<file path="src/include/rtMacros_macros.svh">
`ifndef RT_MACROS_SVH
`define RT_MACROS_SVH

////////////////////////////////////////////////////////////
// Fixed-point format
////////////////////////////////////////////////////////////

// Q16.16 word
`define FIXED_WIDTH 32
`define FIXED_FRAC 16

////////////////////////////////////////////////////////////
// Screen and core layout
////////////////////////////////////////////////////////////

`define SCREEN_COORD_WIDTH 10
// Ray cores fed round-robin
`define RAY_CORE_SIZE 4
`define RAY_CORE_SIZE_WIDTH 2
// Frame size in pixels
`define FRAMEBUFFER_WIDTH 40
`define FRAMEBUFFER_HEIGHT 30

`endif
</file>
<file path="src/rtPkg.sv">
`include "rtMacros_macros.svh"

package rtPkg;

    ////////////////////////////////////////////////////////////
    // Shared types
    ////////////////////////////////////////////////////////////

    // Signed Q16.16 word
    typedef logic signed [`FIXED_WIDTH-1:0] fixedT;

    // Pixel coordinate, unsigned
    typedef logic [`SCREEN_COORD_WIDTH-1:0] coordT;

    // Index of a ray core
    typedef logic [`RAY_CORE_SIZE_WIDTH-1:0] coreIdxT;

    // Thread generator FSM states
    typedef enum logic [1:0] {
        tgsInit,
        tgsWait,
        tgsGenerate,
        tgsNextThread
    } threadGenStateT;

    ////////////////////////////////////////////////////////////
    // Fixed-point helpers
    ////////////////////////////////////////////////////////////

    // Full signed product, rescaled back to Q16.16
    function automatic fixedT fixedMul(fixedT a, fixedT b);
        logic signed [2*`FIXED_WIDTH-1:0] prod;
        logic signed [2*`FIXED_WIDTH-1:0] scaled;
        // Both operands signed, so they sign-extend to the product width
        prod = a * b;
        scaled = prod >>> `FIXED_FRAC;
        // Upper bits dropped, wraps like the adders
        return scaled[`FIXED_WIDTH-1:0];
    endfunction

endpackage

</file>
<file path="src/pixelScanner.sv">
`include "rtMacros_macros.svh"

module pixelScanner
    import rtPkg::*;
(
    input  logic                      clk,
    input  logic                      resetn,
    input  logic                      restart,
    input  logic                      strobe,
    input  coordT                     x0,
    input  coordT                     y0,
    input  logic [`RAY_CORE_SIZE-1:0] fifoFull,
    output logic                      issue,
    output coreIdxT                   issueCore,
    output coordT                     issueX,
    output coordT                     issueY
);

    ////////////////////////////////////////////////////////////
    // Scan state
    ////////////////////////////////////////////////////////////

    threadGenStateT state;

    // Pixel about to be issued
    coordT curX;
    coordT curY;

    // Round-robin pointer
    coreIdxT corePtr;

    // Back-pressure from the core being served
    logic curCoreFull;

    // Step values for NextThread
    coordT   nextX;
    coordT   nextY;
    coreIdxT nextCore;
    logic    rowEnd;
    logic    frameEnd;

    ////////////////////////////////////////////////////////////
    // Combinational decode
    ////////////////////////////////////////////////////////////

    assign curCoreFull = fifoFull[corePtr];

    // One thread per Generate visit, only when the core has room
    assign issue = (state == tgsGenerate) && !curCoreFull;

    assign issueCore = corePtr;
    assign issueX    = curX;
    assign issueY    = curY;

    assign nextX = curX + coordT'(1);
    assign nextY = curY + coordT'(1);

    // Wrap modulo core count
    assign nextCore = (corePtr == coreIdxT'(`RAY_CORE_SIZE - 1)) ?
                      '0 : corePtr + coreIdxT'(1);

    // Right edge reached, row restarts at x0
    assign rowEnd = (nextX >= coordT'(`FRAMEBUFFER_WIDTH));

    // Bottom row finished
    assign frameEnd = rowEnd && (nextY >= coordT'(`FRAMEBUFFER_HEIGHT));

    ////////////////////////////////////////////////////////////
    // FSM and pixel walk
    ////////////////////////////////////////////////////////////

    always_ff @(posedge clk or negedge resetn) begin
        if (!resetn) begin
            state   <= tgsInit;
            curX    <= '0;
            curY    <= '0;
            corePtr <= '0;
        end else begin
            case (state)
                tgsInit: begin
                    // Only place a new frame can start
                    if (restart) begin
                        curX    <= x0;
                        curY    <= y0;
                        corePtr <= '0;
                        state   <= tgsWait;
                    end
                end

                tgsWait: begin
                    if (strobe) begin
                        state <= tgsGenerate;
                    end
                end

                tgsGenerate: begin
                    // Full core is retried, never skipped
                    if (!curCoreFull) begin
                        state <= tgsNextThread;
                    end
                end

                tgsNextThread: begin
                    corePtr <= nextCore;
                    if (rowEnd) begin
                        curX <= x0;
                        curY <= nextY;
                    end else begin
                        curX <= nextX;
                    end
                    // Frame done, back to idle
                    state <= frameEnd ? tgsInit : tgsGenerate;
                end

                default: begin
                    state <= tgsInit;
                end
            endcase
        end
    end

endmodule

</file>
<file path="config.mk">
export PLATFORM = sky130hd
export DESIGN_NAME = pixelScanner
export DESIGN_NICKNAME = d
export VERILOG_FILES = /design/src/rtPkg.sv /design/src/pixelScanner.sv
export VERILOG_INCLUDE_DIRS = /design/src /design/src/include
export SDC_FILE = /design/constraint.sdc
export NUM_CORES = 1
export LEC_CHECK = 0
export BUFFER_PORTS_ARGS = -buffer_cell sky130_fd_sc_hd__buf_2
export CORE_AREA = 2 2 48 83
export CTS_CLUSTER_DIAMETER = 120
export DETAILED_ROUTE_END_ITERATION = 10
export DIE_AREA = 0 0 50 85
export PLACE_DENSITY_LB_ADDON = 0.05
export RECOVER_POWER = 50
export REMOVE_ABC_BUFFERS = 1
export SETUP_SLACK_MARGIN = 0.05
export SYNTH_ARGS = -nofsm -noshare
export SYNTH_HDL_FRONTEND = slang
export SYNTH_SLANG_ARGS = --single-unit
</file>
<file path="constraint.sdc">
create_clock -name clk -period 3.3 [get_ports clk]
set_clock_uncertainty 0.05 [all_clocks]
set_input_delay 0.66 -clock clk [delete_from_list [all_inputs] [get_ports clk]]
set_output_delay 0.66 -clock clk [all_outputs]
set_load 0.1 [all_outputs]
</file>
# == Word level (Yosys, flattened, before mapping) ==
# Index checks and enable logic that the tools add are counted.
# op_classes
addsub,3
n_lt_le_gt_ge,3
eq_ne,8
mux,16
n_reduce_logical,8
# op_table
operator,count
two-way mux 10 bit,4
one-hot mux 10 bit (2 select lines),2
adder 10 x 1 -> 10 bit (second input constant),2
two-way mux 2 bit,6
greater-or-equal comparator 10 x 5 -> 1 bit (second input constant),1
greater-or-equal comparator 10 x 6 -> 1 bit (second input constant),1
inequality test 2 bit (second input constant),4
one-hot mux 2 bit (4 select lines),1
== test 2 bit (second input constant),3
AND reduction 3 bit,2
one-hot mux 2 bit (2 select lines),1
less-than comparator 2 x 3 -> 1 bit (second input constant),1
adder 2 x 1 -> 2 bit (second input constant),1
binary-select mux 1 bit (select 2 bit),1
== test 2 x 1 -> 1 bit (second input constant),1
logical AND 1 bit,2
zero test 2 bit,1
AND reduction 2 bit,1
nonzero test 2 bit,1
zero test 1 bit,1
two-way mux 1 bit,1
# word_totals
register_bits,24
input_bits,28
output_inout_bits,23
elab_cells,42

# == Logic depth before layout (Yosys ltp) ==
# depth
ltp_word,5
ltp_mapped,8
ltp_nobuf,7

# == Worst setup path after synthesis ==
# No wires, ideal clock.
# synth_path
path_kind,flip-flop to output port
startpoint,"register corePtr[0], in the netlist issueCore[0]"
endpoint,output port issue
arrival_time_ns,3.822
t_required_ns,2.590
slack_ns,-1.232
path_stages_with_launch,3
n_path_buf,0
cell_sequence,dfrtp_1 > mux4_2 > nor3b_1
# synth_via
elab_chain_cells,4
# synth_rtl
element,line,text
from (decl),pixelScanner.sv:30,coreIdxT corePtr;
from (signal assigned),pixelScanner.sv:104,corePtr <= nextCore;
binary-select mux 1 bit (select 2 bit),pixelScanner.sv:46,assign curCoreFull = fifoFull[corePtr];
two-way mux 1 bit (not written as such),pixelScanner.sv:46,
zero test 1 bit,n/a,
logical AND 1 bit,pixelScanner.sv:49,assign issue = (state == tgsGenerate) && !curCoreFull;
to (decl),pixelScanner.sv:13,"output logic issue,"
# No other way between the ends. The select of a mux whose other input is x is not followed.

# == Final worst setup path ==
# Same ends and word-level chain as after synthesis.

==> impl_metrics.json <==
{
  "holdBufCountCts": 0,
  "r2r_start": "issueX[0]",
  "drtPass1Iterations": 4,
  "vias": 1680,
  "via_per_inst": 5.89,
  "num_antenna_cells": 0,
  "yosys-top-cells-area": "dfrtp_1 37%, nand2_1 6.4%, a21oi_1 5.2%",
  "die_w_microns": 50,
  "hpwl_mm": 3.29,
  "hold_path_class": "reg -> reg",
  "min_period_ps": 2640,
  "status": "completed",
  "fillers": 365,
  "ys_ff_latch": 24,
  "grt_pass1_vias": 1616,
  "drt-wirelength-per-cell_microns": 15.4,
  "syn-cell-area_sq_um": 1640,
  "rsz0062_at_grt": "false",
  "grt_pass1_wl_mm": 7.42,
  "endpoint_kind": "output pin",
  "num_rows": 29,
  "cts_buffer_depth": 2,
  "layout-drive-gt1-share": 0.226,
  "wl_mm": 4.39,
  "synth-compound-area-share": 0.257,
  "finalNonFillerCells": 285,
  "cp_cell_sequence": "mux4_2 > nor3b_1 > buf_2",
  "area_delta_synth_final_pct": 19.2,
  "grt.overflow.total": 0,
  "cts_buffers": 3,
  "crit_type": "reg -> out",
  "timing.rr.end": "issueY[5]",
  "synth_fa_ha_area_frac": 0.0382,
  "ctsHtreeMaxLevel": 1,
  "reg2reg_depth": 7,
  "finalSetupViolCount": 0,
  "cp.depth": 3,
  "holdWs_ps": 518,
  "relSlewSlack": 0.0661,
  "clk_latency_ps": 260,
  "cts-root-buf": "clkbuf_8",
  "synthCells": 192,
  "start_util": 0.456,
  "post-route-period-util": 0.800,
  "cts_tree": "done",
  "die_h_microns": 85,
  "ant_nets": 0,
  "synth_xor_area_frac": 0.00535,
  "grt.total_usage": 0.222,
  "clkTransAtPathRegs_ps": 80,
  "synthSimpleGateAreaFrac": 0.260,
  "cp_slowest_cell": "mux4_2",
  "synth_top_family_by_area": "simple AND/OR/NAND/NOR gates",
  "synth_mux_area_frac": 0.0382,
  "stdcell_area_sq_um": 1950,
  "yosys_warnings": 0,
  "drcViolationCount": 0,
  "core_area_sq_um": 3590,
  "netlist-cell-type-count": 52,
  "startpoint_type": "flip-flop",
  "grt_max_degree": 25,
  "synth_top_area_frac": 0.367,
  "antenna_found_initial": 0,
  "crit_family": "multiplexers",
  "dieArea_sq_um": 4250,
  "gp_congestion": 0.857,
  "avgSynthCellArea_sq_um": 8.53,
  "rrSetupSlack_ps": 770,
  "cts_setup_buffers": 0,
  "ios": 51,
  "dpl.cell_count": 282,
  "slowest_delay_ps": 520,
  "worstSetupStartpoint": "issueCore[0]",
  "final_hold_viol_count": 0,
  "synth_flop_cell": "dfrtp_1",
  "crit_arrival_ps": 1930,
  "tightest_slew_ps": 1400,
  "yosysTopAreaCell": "dfrtp_1",
  "async_flop_share": 1.00,
  "portBuffers": 50,
  "cp_data_required_time_ps": 2590,
  "crit_path_end": "issue",
  "nets": 274,
  "max_cap_violations": 0,
  "cp.buffers_inverters": 1,
  "drt-initial-drc-count": 43,
  "cts.sinks": 24,
  "timing.fmax_mhz": 379,
  "cts.repair.resized": 0,
  "critPathMaxFanout": 5,
  "place_area_sq_um": 1930,
  "synth_edf_count": 0,
  "synth_seq_area_share": 0.367,
  "slew_violations": 0
}
## Yosys cell counts, drive strengths merged, types with 3 or more instances
cell type	number
nor2	14
o21ai	11
nand2b	4
or3	5
dfrtp	24
and4	3
ha	5
nand3	6
nor3	8
mux2i	4
o31ai	4
nand2	28
clkbuf	7
a21oi	17
inv	4
a31oi	6
nand4	5
## through the flow
stage	utilization	setup slack, ps	setup TNS (ps)
2_1_floorplan	-	-1230	-2190
3_3_place_gp	0.536	692	0
3_5_place_dp	0.536	668	0
4_1_cts	0.548	638	0
5_1_grt	0.543	529	0
6_report	0.543	659	0
## cells by family (layout without fill, tap and decap cells)
kind of cell	after synthesis	after routing
AOI/OAI and AO/OA	60	60
xor gates and xnor gates	1	1
adders and majority gates	5	5
buffers and inverters	13	60
DFF	24	24
muxes	5	5
and+or+nand+nor	84	84
## worst register-to-register path: cells and delay by family (launching register included)
kind / cells / cell delay, ps
adders and majority gates: 1 / 270
DFF: 1 / 460
muxes: 1 / 480
and+or+nand+nor: 3 / 760
AOI/OAI and AO/OA: 2 / 440
## state kept, by name (all words and copies together) (netlist names)
signal and flops:
issueY 10, state 2, issueCore 2, issueX 10
## cell type report
cell class / count / area, sq um / area share
multi-input combinational: 155 / 980 / 0.502
sequential: 24 / 601 / 0.308
timing repair buffer: 53 / 258 / 0.132
tap: 46 / 57.6 / 0.0295
clock buffer: 3 / 41.3 / 0.0212
inverter: 4 / 15.0 / 0.00769
## routing by layer
metal	vias up	global-route usage	routed length (microns)
met1	817	0.258	1780
li1	807	-	-
met2	50	0.403	2410
met4	0	0.0859	59
met5	-	0	0
met3	6	0.0264	140
## cell usage in the layout, fill, tap and decap left out, drive strengths merged, types with 4 or more instances in the layout
cell type and count:
buf 43, nand2 28, dfrtp 24, a21oi 17
nor2 14, clkbuf 13, o21ai 11, nor3 8
nand3 6, a31oi 6, nand4 5, ha 5
or3 5, inv 4, nand2b 4, mux2i 4
o31ai 4
## worst min-delay path by stage
stage              start            to  slack, ps  cells past startpoint
2_1_floorplan     resetn  issueCore[0]        310                      0
3_3_place_gp   issueX[9]     issueX[9]        490                      2
3_5_place_dp   issueX[9]     issueX[9]        510                      2
4_1_cts           resetn     issueX[4]        340                      1
5_1_grt        issueX[7]     issueX[7]        560                      2
6_report       issueX[9]     issueX[9]        520                      2
Power is left out: the tool's default activity adds up to more than one toggle a clock period on the data nets, which glitch-free logic cannot reach.
